==> config.mk <==
export PLATFORM = sky130hd
export DESIGN_NAME = gb_cpu_bus
export DESIGN_NICKNAME = d
export VERILOG_FILES = /design/src/rtl/gb_bus_pkg.sv /design/src/rtl/mcycle_if.sv /design/src/rtl/gb_cpu_bus.sv /design/src/rtl/power_ctrl.sv /design/src/rtl/int_dispatch.sv /design/src/rtl/bus_cycle_unit.sv
export SDC_FILE = /design/constraint.sdc
export NUM_CORES = 1
export LEC_CHECK = 0
export BUFFER_PORTS_ARGS = -buffer_cell sky130_fd_sc_hd__clkbuf_2
export CELL_PAD_IN_SITES_DETAIL_PLACEMENT = 0
export CELL_PAD_IN_SITES_GLOBAL_PLACEMENT = 1
export CORE_AREA = 2 2 89 91
export CTS_BUF_LIST = sky130_fd_sc_hd__clkbuf_16
export DETAILED_ROUTE_END_ITERATION = 6
export DIE_AREA = 0 0 91 93
export PLACE_DENSITY_LB_ADDON = 0.1
export SLEW_MARGIN = 20
export SYNTH_ARGS = -nofsm -noshare
export SYNTH_HDL_FRONTEND = slang
export SYNTH_HIERARCHICAL = 1
export SYNTH_SLANG_ARGS = --single-unit
export TNS_END_PERCENT = 100
==> constraint.sdc <==
create_clock -name clk -period 2 [get_ports clk]
set_input_delay 0.2 -clock clk [delete_from_list [all_inputs] [get_ports clk]]
set_output_delay 0.2 -clock clk [all_outputs]
set_load 0.02 [all_outputs]
==> src/rtl/gb_bus_pkg.sv <==
package gb_bus_pkg;

    ////////////////////////////////////////////////////////////////////////////
    // Bus and port widths
    ////////////////////////////////////////////////////////////////////////////

    localparam int ADDR_W = 16;
    localparam int DATA_W = 8;
    localparam int INT_N  = 5;   // VBlank, LCD STAT, timer, serial, joypad
    localparam int KEY_W  = 8;

    // Upper address byte for the FF00 I/O and HRAM page
    localparam logic [DATA_W-1:0] HIGH_PAGE = 8'hFF;

    // Interrupt vectors sit at 0040, 0048, ... 0060
    localparam logic [ADDR_W-1:0] INT_VEC_BASE = 16'h0040;
    localparam logic [ADDR_W-1:0] INT_VEC_STEP = 16'h0008;

    ////////////////////////////////////////////////////////////////////////////
    // Machine cycle encodings
    ////////////////////////////////////////////////////////////////////////////

    // Clock position inside one machine cycle
    typedef enum logic [1:0] {
        T0 = 2'b00,   // Address setup
        T1 = 2'b01,   // Read in progress
        T2 = 2'b10,   // Data capture / write strobe
        T3 = 2'b11    // Bus released
    } t_state_e;

    // Kind of bus cycle requested by the sequencer
    typedef enum logic [1:0] {
        BUS_IDLE  = 2'b00,
        BUS_FETCH = 2'b01,
        BUS_WRITE = 2'b10,
        BUS_READ  = 2'b11
    } bus_op_e;

endpackage
==> src/rtl/mcycle_if.sv <==
interface mcycle_if;

    gb_bus_pkg::t_state_e t_state;   // Current T-state
    logic fetch_done;                // Opcode captured this clock
    logic m_end;                     // Last clock of the machine cycle
    logic busy_rd;                   // rd line is high
    logic hold;                      // Suspend new bus commands

    // Bus engine side
    modport seq (
        output t_state, fetch_done, m_end, busy_rd,
        input  hold
    );

    // Observers of the machine cycle
    modport watch (
        input t_state, fetch_done, m_end, busy_rd
    );

    // Halt/stop control drives hold
    modport power (
        input  t_state, fetch_done, m_end, busy_rd,
        output hold
    );

endinterface

==> src/rtl/gb_cpu_bus.sv <==
module gb_cpu_bus (
    input  logic                            clk,
    input  logic                            rst,

    // Sequencer command
    input  gb_bus_pkg::bus_op_e             cmd_op,
    input  logic [gb_bus_pkg::ADDR_W-1:0]   cmd_addr,
    input  logic [gb_bus_pkg::DATA_W-1:0]   cmd_data,
    input  logic                            cmd_high,
    output logic                            cmd_req,
    output logic [gb_bus_pkg::DATA_W-1:0]   opcode,
    output logic [gb_bus_pkg::DATA_W-1:0]   rdata,

    // External bus
    input  logic [gb_bus_pkg::DATA_W-1:0]   din,
    output logic [gb_bus_pkg::ADDR_W-1:0]   a,
    output logic [gb_bus_pkg::DATA_W-1:0]   dout,
    output logic                            rd,
    output logic                            wr,
    output logic                            phi,

    // Interrupts
    input  logic [gb_bus_pkg::INT_N-1:0]    int_en,
    input  logic [gb_bus_pkg::INT_N-1:0]    int_flags_in,
    input  logic                            ime,
    input  logic                            int_ack,
    output logic [gb_bus_pkg::INT_N-1:0]    int_flags_out,
    output logic                            int_dispatch,
    output logic [gb_bus_pkg::ADDR_W-1:0]   int_vector,

    // Halt and stop
    input  logic                            halt_req,
    input  logic                            stop_req,
    input  logic [gb_bus_pkg::KEY_W-1:0]    key_in,
    output logic                            done
);

    mcycle_if u_mcycle ();

    bus_cycle_unit u_bus_cycle_unit (
        .clk      (clk),
        .rst      (rst),
        .bus      (u_mcycle.seq),
        .cmd_op   (cmd_op),
        .cmd_addr (cmd_addr),
        .cmd_data (cmd_data),
        .cmd_high (cmd_high),
        .cmd_req  (cmd_req),
        .din      (din),
        .a        (a),
        .dout     (dout),
        .rd       (rd),
        .wr       (wr),
        .phi      (phi),
        .opcode   (opcode),
        .rdata    (rdata)
    );

    int_dispatch u_int_dispatch (
        .clk           (clk),
        .rst           (rst),
        .bus           (u_mcycle.watch),
        .int_en        (int_en),
        .int_flags_in  (int_flags_in),
        .ime           (ime),
        .int_ack       (int_ack),
        .int_flags_out (int_flags_out),
        .int_dispatch  (int_dispatch),
        .int_vector    (int_vector)
    );

    power_ctrl u_power_ctrl (
        .clk          (clk),
        .rst          (rst),
        .bus          (u_mcycle.power),
        .halt_req     (halt_req),
        .stop_req     (stop_req),
        .int_en       (int_en),
        .int_flags_in (int_flags_in),
        .key_in       (key_in),
        .done         (done)
    );

endmodule

==> src/rtl/power_ctrl.sv <==
module power_ctrl (
    input  logic                            clk,
    input  logic                            rst,
    mcycle_if.power                         bus,
    input  logic                            halt_req,
    input  logic                            stop_req,
    input  logic [gb_bus_pkg::INT_N-1:0]    int_en,
    input  logic [gb_bus_pkg::INT_N-1:0]    int_flags_in,
    input  logic [gb_bus_pkg::KEY_W-1:0]    key_in,
    output logic                            done
);

    logic halted;
    logic stopped;
    logic int_wake;     // Enabled request seen without IME
    logic wake_comb;
    logic wake;

    assign int_wake  = |(int_flags_in & int_en);
    assign wake_comb = halted  ? int_wake :
                       stopped ? (int_wake || (|key_in)) : 1'b0;

    always_ff @(posedge clk or posedge rst) begin
        if (rst) begin
            halted  <= 1'b0;
            stopped <= 1'b0;
            wake    <= 1'b0;
            done    <= 1'b0;
        end else begin
            wake <= wake_comb;
            done <= halted | stopped;   // One clock behind the state
            if (wake) begin
                halted  <= 1'b0;
                stopped <= 1'b0;
            end else if (!halted && !stopped) begin
                if (halt_req) begin
                    halted <= 1'b1;
                end else if (stop_req) begin
                    stopped <= 1'b1;
                end
            end
        end
    end

    assign bus.hold = halted | stopped;

    a_one_mode: assert property (@(posedge clk) disable iff (rst) !(halted && stopped));

    // A held T0 must run as an idle cycle
    a_hold_idle: assert property (@(posedge clk) disable iff (rst)
        (bus.hold && bus.t_state == gb_bus_pkg::T0) |=> !bus.busy_rd);

endmodule

==> src/rtl/int_dispatch.sv <==
module int_dispatch (
    input  logic                            clk,
    input  logic                            rst,
    mcycle_if.watch                         bus,
    input  logic [gb_bus_pkg::INT_N-1:0]    int_en,
    input  logic [gb_bus_pkg::INT_N-1:0]    int_flags_in,
    input  logic                            ime,
    input  logic                            int_ack,
    output logic [gb_bus_pkg::INT_N-1:0]    int_flags_out,
    output logic                            int_dispatch,
    output logic [gb_bus_pkg::ADDR_W-1:0]   int_vector
);

    logic [gb_bus_pkg::INT_N-1:0]           pending;
    logic [gb_bus_pkg::INT_N-1:0]           sel_bit;    // One-hot of the winner
    logic [$clog2(gb_bus_pkg::INT_N)-1:0]   sel_idx;
    logic                                   sel_valid;

    assign pending = int_flags_in & int_en & {gb_bus_pkg::INT_N{ime}};

    // Lowest index wins, so scan downward and keep the last hit
    always_comb begin
        sel_bit   = '0;
        sel_idx   = '0;
        sel_valid = 1'b0;
        for (int i = gb_bus_pkg::INT_N - 1; i >= 0; i--) begin
            if (pending[i]) begin
                sel_bit    = '0;
                sel_bit[i] = 1'b1;
                sel_idx    = i[$clog2(gb_bus_pkg::INT_N)-1:0];
                sel_valid  = 1'b1;
            end
        end
    end

    // Zero vector when nothing is left to service
    assign int_vector = sel_valid ?
        gb_bus_pkg::INT_VEC_BASE + gb_bus_pkg::INT_VEC_STEP * sel_idx : '0;

    // Serviced request flag drops on acknowledge
    assign int_flags_out = (int_dispatch && int_ack) ? (int_flags_in & ~sel_bit)
                                                     : int_flags_in;

    // Dispatch only starts on an instruction boundary
    always_ff @(posedge clk or posedge rst) begin
        if (rst) begin
            int_dispatch <= 1'b0;
        end else if (int_dispatch && int_ack) begin
            int_dispatch <= 1'b0;
        end else if (!int_dispatch && bus.fetch_done && sel_valid) begin
            int_dispatch <= 1'b1;
        end
    end

    a_ack_in_dispatch: assert property (@(posedge clk) disable iff (rst)
        int_ack |-> int_dispatch);

    // Set at the end of T2, so first seen in T3
    a_rise_at_m_end: assert property (@(posedge clk) disable iff (rst)
        $rose(int_dispatch) |-> bus.m_end);

endmodule

==> src/rtl/bus_cycle_unit.sv <==
module bus_cycle_unit (
    input  logic                            clk,
    input  logic                            rst,
    mcycle_if.seq                           bus,
    input  gb_bus_pkg::bus_op_e             cmd_op,
    input  logic [gb_bus_pkg::ADDR_W-1:0]   cmd_addr,
    input  logic [gb_bus_pkg::DATA_W-1:0]   cmd_data,
    input  logic                            cmd_high,
    output logic                            cmd_req,
    input  logic [gb_bus_pkg::DATA_W-1:0]   din,
    output logic [gb_bus_pkg::ADDR_W-1:0]   a,
    output logic [gb_bus_pkg::DATA_W-1:0]   dout,
    output logic                            rd,
    output logic                            wr,
    output logic                            phi,
    output logic [gb_bus_pkg::DATA_W-1:0]   opcode,
    output logic [gb_bus_pkg::DATA_W-1:0]   rdata
);

    logic [1:0]                     t_cnt;
    gb_bus_pkg::t_state_e           t_state;
    gb_bus_pkg::bus_op_e            req_op;     // Command as seen this T0
    gb_bus_pkg::bus_op_e            op_q;       // Op of the running cycle
    logic [gb_bus_pkg::DATA_W-1:0]  data_q;     // Write data of the cycle

    // Free-running T-state counter
    always_ff @(posedge clk or posedge rst) begin
        if (rst) begin
            t_cnt <= 2'b00;
        end else begin
            t_cnt <= t_cnt + 2'b01;
        end
    end

    assign t_state = gb_bus_pkg::t_state_e'(t_cnt);

    // New command only at T0, and not while suspended
    assign cmd_req = (t_state == gb_bus_pkg::T0) && !bus.hold;
    assign req_op  = cmd_req ? cmd_op : gb_bus_pkg::BUS_IDLE;

    ////////////////////////////////////////////////////////////////////////////
    // External bus sequencing
    ////////////////////////////////////////////////////////////////////////////

    always_ff @(posedge clk or posedge rst) begin
        if (rst) begin
            a      <= '0;
            rd     <= 1'b0;
            wr     <= 1'b0;
            dout   <= '0;
            phi    <= 1'b1;
            opcode <= '0;
            rdata  <= '0;
            op_q   <= gb_bus_pkg::BUS_IDLE;
        end else begin
            case (t_state)
                gb_bus_pkg::T0: begin
                    a    <= cmd_high ? {gb_bus_pkg::HIGH_PAGE, cmd_addr[7:0]} : cmd_addr;
                    rd   <= (req_op == gb_bus_pkg::BUS_FETCH) ||
                            (req_op == gb_bus_pkg::BUS_READ);
                    wr   <= 1'b0;
                    phi  <= 1'b1;
                    op_q <= req_op;
                end
                gb_bus_pkg::T1: begin
                    // Memory read in flight
                end
                gb_bus_pkg::T2: begin
                    case (op_q)
                        gb_bus_pkg::BUS_FETCH: opcode <= din;
                        gb_bus_pkg::BUS_READ:  rdata  <= din;
                        gb_bus_pkg::BUS_WRITE: begin
                            wr   <= 1'b1;
                            dout <= data_q;
                        end
                        default: ;
                    endcase
                    rd  <= 1'b0;
                    phi <= 1'b0;
                end
                gb_bus_pkg::T3: begin
                    rd   <= 1'b0;   // Bus idle until next T0
                    wr   <= 1'b0;
                    dout <= '0;
                end
            endcase
        end
    end

    always_ff @(posedge clk) begin
        if (t_state == gb_bus_pkg::T0) begin
            data_q <= cmd_data;
        end
    end

    // Timing events for the rest of the core
    assign bus.t_state    = t_state;
    assign bus.fetch_done = (t_state == gb_bus_pkg::T2) && (op_q == gb_bus_pkg::BUS_FETCH);
    assign bus.m_end      = (t_state == gb_bus_pkg::T3);
    assign bus.busy_rd    = rd;

    a_rd_wr_excl: assert property (@(posedge clk) disable iff (rst) !(rd && wr));

    // Commands are spaced one machine cycle apart
    a_req_spacing: assert property (@(posedge clk) disable iff (rst)
        cmd_req |=> !cmd_req [*3]);

endmodule

# --- Yosys cells after proc, flatten, opt, wreduce, memory -nomap -nowiden ---
# Cells that the tools add are included.
word_totals:
  regBits: 60
  out_inout_bits: 67
  wordCells: 98
classes:
  n_eq_ne: 9
  bitwise_logic: 5
  n_mux: 36
  n_reduce_logical: 31
  n_addsub: 2
ops:
  columns: ["operator", "count"]
  rows:
  - ["$mux 16", 2]
  - ["$mux 5", 6]
  - ["$mux 1", 17]
  - ["$pmux 8 s2", 1]
  - ["$reduce_bool 2->1", 8]
  - ["$and 5x5->5", 3]
  - ["$mux 3", 5]
  - ["$eq 2x2->1 const B", 5]
  - ["$reduce_and 2->1", 5]
  - ["$add 7x6->8 const A", 1]
  - ["$mux 8", 1]
  - ["$reduce_or 8->1", 1]
  - ["$logic_and 1x1->1", 6]
  - ["$pmux 1 s2", 3]
  - ["$not 5->5", 1]
  - ["$reduce_or 5->1", 1]
  - ["$eq 2x1->1 const B", 2]
  - ["$logic_not 1->1", 4]
  - ["$reduce_or 2->1", 2]
  - ["$reduce_and 3->1", 1]
  - ["$add 2x1->2 const B", 1]
  - ["$logic_not 2->1", 1]
  - ["$logic_or 1x1->1", 2]
  - ["$mux 2", 1]
  - ["other kinds (3)", 3]

# --- Longest topological paths before layout ---
logic_depth:
  word_depth: 10
  mapped_depth: 7
  mapped_depth_nobuf: 6

# --- By module ---
# The synthesis kept the hierarchy.
by_module_without_submodules:
  columns: ["mod", "n_inst", "cells_each", "area_per_inst_um2", "seq_area_each_um2"]
  rows:
  - ["bus_cycle_unit", 1, 136, 2102.0, 1417.6]
  - ["int_dispatch", 1, 43, 300.3, 25.0]
  - ["power_ctrl", 1, 19, 181.4, 100.1]

# --- Worst setup path before layout ---
# Ideal clock, no wire load.
synth_path:
  path_kind: "reg2reg"
  start: "reg u_bus_cycle_unit.t_cnt[0], in the netlist u_bus_cycle_unit/bus.t_state[0]"
  end: "reg u_bus_cycle_unit/a[0] (netlist name)"
  synth_period_minus_slack_ns: 1.569
  t_required_ns: 1.875
  slack_ns: 0.431
  arrival_time_ns: 1.444
  path_stages_with_launch: 5
  cell_sequence: "dfrtp_1 > inv_1 > ha_1 > buf_2 > mux2_2"
synth_via:
  elab_chain_len: 1
synth_lines:
  columns: ["element", "line", "text"]
  rows:
  - ["start, declared", "bus_cycle_unit.sv:20", "logic [1:0] t_cnt;"]
  - ["start signal, assigned", "bus_cycle_unit.sv:31", "t_cnt <= t_cnt + 2'b01;"]
  - ["$logic_not 2->1", "bus_cycle_unit.sv:56", "case (t_state)"]
  - ["end signal, assigned", "bus_cycle_unit.sv:58", "a <= cmd_high ? {gb_bus_pkg::HIGH_PAGE, cmd_addr[7:0]} : cmd_addr;"]
  - ["end, declared", "bus_cycle_unit.sv:11", "output logic [gb_bus_pkg::ADDR_W-1:0] a,"]
# No other way between the ends.
# A chain may end at the register's enable or synchronous reset.

# --- Worst setup path in the final report ---
layout_path:
  start: "reg u_bus_cycle_unit.t_cnt[0], in the netlist u_bus_cycle_unit/bus.t_state[0]"
  end: "reg u_bus_cycle_unit/rdata[6] (netlist name)"
layout_via:
  elab_chain_len: 2
layout_lines:
  columns: ["element", "line", "text"]
  rows:
  - ["$eq 2x2->1", "bus_cycle_unit.sv:56", null]
  - ["$reduce_and 2->1 (no line)", null, null]
  - ["end signal, assigned", "bus_cycle_unit.sv:71", "gb_bus_pkg::BUS_READ: rdata <= din;"]
  - ["end, declared", "bus_cycle_unit.sv:17", "output logic [gb_bus_pkg::DATA_W-1:0] rdata"]
# No other way between the ends.

==> summary.txt <==
Largest net degree at the start of global routing -> 22
Comb pwr share -> 23.7%
Worst-Skew Late Latency -> 0.32 ns
Die H -> 93 um
Ports -> 126
Hold Path Class -> in2reg
Seq/Total Area, Yosys -> 59.7%
Synthesis-to-finish area growth -> 34.8%
Leak Pwr -> 1.71 nW
Placed Cells -> 410
Crit start category -> flip-flop
Final setup viols -> 0
CTS tree -> yes
Largest area contributor in the netlist -> dfrtp_1
Wire length of the first global-routing pass -> 9170 um
CTS H-Tree Depth -> 3
FF+latch count, synth -> 60
Std cell rows -> 32
Die area -> 8460 um2
Routed vias -> 1943
Final hold viol count -> 0
Final Power -> 3.83 mW
Remaining Overflow, GRT -> 0
Core area -> 7530 um2
Worst-path clk slew -> 0.05 ns
Clock Sinks -> 60
Max Clock Freq -> 596 MHz
# port buffers -> 113
Status -> complete, no violations
Most common cell in the netlist -> dfrtp_1
RSZ-0062 raised after global routing -> no
Fin cells -> 426
Worst EP arrival -> 1.88 ns
Drc violations -> 0
CTS root buffer -> clkbuf_16
HPWL Detailed -> 4500 um
Layout cells sized above 1 -> 50.9%
Longest Clk Path Bufs -> 2
Crit path cell chain -> inv_1, ha_1, nand3_2, mux2_2
Final-stage net count -> 384
Most common flop cell mapped by yosys -> dfrtp_1
Starting Density -> 34.3%
GRT Total Usage -> 13.9%
Critical path's slowest cell -> ha_1
Period minus WS final -> 1.68 ns
Sequential share of power -> 43.0%
Post-synth EDFFs -> 8
Cells after Synth -> 198
Kind of critical path -> reg2reg
Library cells used by synthesis -> 39
Die Span X -> 91 um
Post-cts sizing count -> 0
Synthesized cell area -> 2580 um2
Setup Skew -> 0.00573 ns
Synth warn -> 6
Vias in the first global route -> 1897
Initial antenna violation count -> 0
Peak VDD IR -> 0.551 mV
Crit path max fanout -> 10
Drt wl/cell -> 13.5 um
Sw power -> 1.16 mW
Final period util -> 84.0%
Crit end category -> flip-flop
Routed vias/inst -> 4.56
CP peak stage delay -> 0.41 ns
CP required -> 2.20 ns
Syn Area/Cell -> 13.0 um2
Max-slew violation count -> 0
P per Cell Area -> 1100 nW/um2
Detail Route Antenna Nets -> 0
Share of the synthesized area in the top cell type -> 49.4%
Internal -> 2.67 mW
Drt first pass iters -> 4
Fraction of registers with async set/reset -> 86.7%
Cell area after placement -> 3220 um2
Post-CTS Repair Setup Buffers -> 0
Number of max-cap violations -> 0
Clock power share -> 33.2%
RD Place Congestion -> 0.726
Fin util -> 46.3%
Final wirelength -> 5740 um
Final Cell Area -> 3480 um2
CTS Buf Count -> 9
Sw frac -> 30.3%
Antenna diodes -> 0
Initial DRC Count -> 43
TNS Setup -> 0 ns
Top cells by count, synth -> 51 x dfrtp_1, 24 x mux2_2, 15 x buf_4, 13 x inv_1, 12 x nand2_1
Largest cells by area after synthesis -> dfrtp_1 49%, mux2_2 10%, edfxtp_1 9.3%
[layout make-up]
class                   instances  area (um2)
inverters                      13        48.8
fillers                       748        4040
clock inverters                 6        25.0
well taps                     102         128
clock buffers                   9         225
multi-input cells             118         908
repair buffers                118         606
flip-flops and latches         60        1540
[final timing paths]
path	start	endpoint	slack, ns	depth (start not counted)
setup / recovery	u_bus_cycle_unit/bus.t_state[0]$_DFF_PP0_	u_bus_cycle_unit/rdata[6]$_DFFE_PP0P_	0.32	4
hold reg to reg	u_power_ctrl/wake$_DFF_PP0_	u_power_ctrl/stopped$_DFFE_PP0P_	0.45	1
hold / removal	cmd_data[3]	u_bus_cycle_unit/data_q[3]$_DFFE_PN_	0.05	1
setup reg to reg	u_bus_cycle_unit/bus.t_state[0]$_DFF_PP0_	u_bus_cycle_unit/rdata[6]$_DFFE_PP0P_	0.32	4
max in group asynchronous	rst	u_bus_cycle_unit/phi$_DFFE_PP1P_	0.99	4
min in group asynchronous	rst	u_int_dispatch/int_dispatch$_DFFE_PP0P_	0.30	3
[metal layers]
metal  GRT usage (%)  vias to the layer above  routed length [um]
met2            22.5                       94                2770
met5               0                        -                   0
met1            16.8                      918                2340
met3            4.35                        8                 533
li1                -                      923                   -
met4            7.20                        0                 100
[repair_timing]
item	in CTS	in global routing
endpoints found under the setup margin	0	0
hold buffers	1	0
hold endpoints to repair	17	0
[per-stage QoR]
stage | hold slack, ns | worst slack, ns
5_1_grt | 0.0483 | 0.179
2_1_floorplan | -0.0713 | 0.431
3_5_place_dp | 0.0570 | 0.304
6_report | 0.0538 | 0.321
3_3_place_gp | 0.0593 | 0.371
4_1_cts | 0.0494 | 0.304
[worst max-delay path, delay by kind of cell, from the launching register on]
family        cells  cell delay (ns)
fa+ha+maj         1             0.41
buf+inv           1             0.13
simple gates      1             0.28
mux               1             0.34
flops             1             0.40
[registers in the layout (all words and copies together), names as in the netlist]
signal	cells
u_bus_cycle_unit/a	16
u_bus_cycle_unit/bus.busy_rd	1
u_bus_cycle_unit/bus.t_state	2
u_bus_cycle_unit/data_q	8
u_bus_cycle_unit/dout	8
u_bus_cycle_unit/op_q	2
u_bus_cycle_unit/opcode	8
u_bus_cycle_unit/phi	1
u_bus_cycle_unit/rdata	8
u_bus_cycle_unit/wr	1
u_int_dispatch/int_dispatch	1
u_power_ctrl/done	1
u_power_ctrl/halted	1
u_power_ctrl/stopped	1
u_power_ctrl/wake	1
[layout by cell type, fill, tap and decap left out, types with 2 or more instances in the layout]
master	netlist	final
o22a_1	8	8
inv_1	13	13
o21ai_0	4	4
nand4_1	2	2
clkbuf_2	0	113
nor2_1	7	7
clkbuf_16	0	9
buf_4	15	4
a31oi_1	2	2
mux2_2	24	24
clkinv_1	0	3
edfxtp_1	8	8
o21a_1	3	3
ha_1	5	5
a22oi_2	2	2
nand2_1	12	12
conb_1	1	12
nand3_2	2	2
a22o_1	7	7
nor2b_1	2	2
a21oi_1	5	5
dfrtp_1	51	51
nor4_1	2	2
clkinv_2	0	2
nand3_1	4	4
[logic make-up (layout without fill, tap and decap cells)]
logic type / Yosys count / count (layout) / synth area share (%)
DFF: 60 / 60 / 59.7
buffers and inverters: 31 / 146 / 6.73
adders and majority gates: 5 / 5 / 2.42
and+or+nand+nor: 37 / 37 / 8.14
AOI/OAI and AO/OA: 40 / 40 / 12.4
other: 1 / 12 / 0.145
muxes: 24 / 24 / 10.5
[power by group through the flow]
stage,Combinational [mW],Sequential [mW],Clock (mW)
floorplan,0.367,1.88,0
global placement,0.910,1.68,0
detailed placement,0.920,1.68,0
CTS,0.925,1.66,1.31
global route,0.987,1.69,1.36
finish,0.910,1.65,1.27
Power figures use the tool's default switching activity.
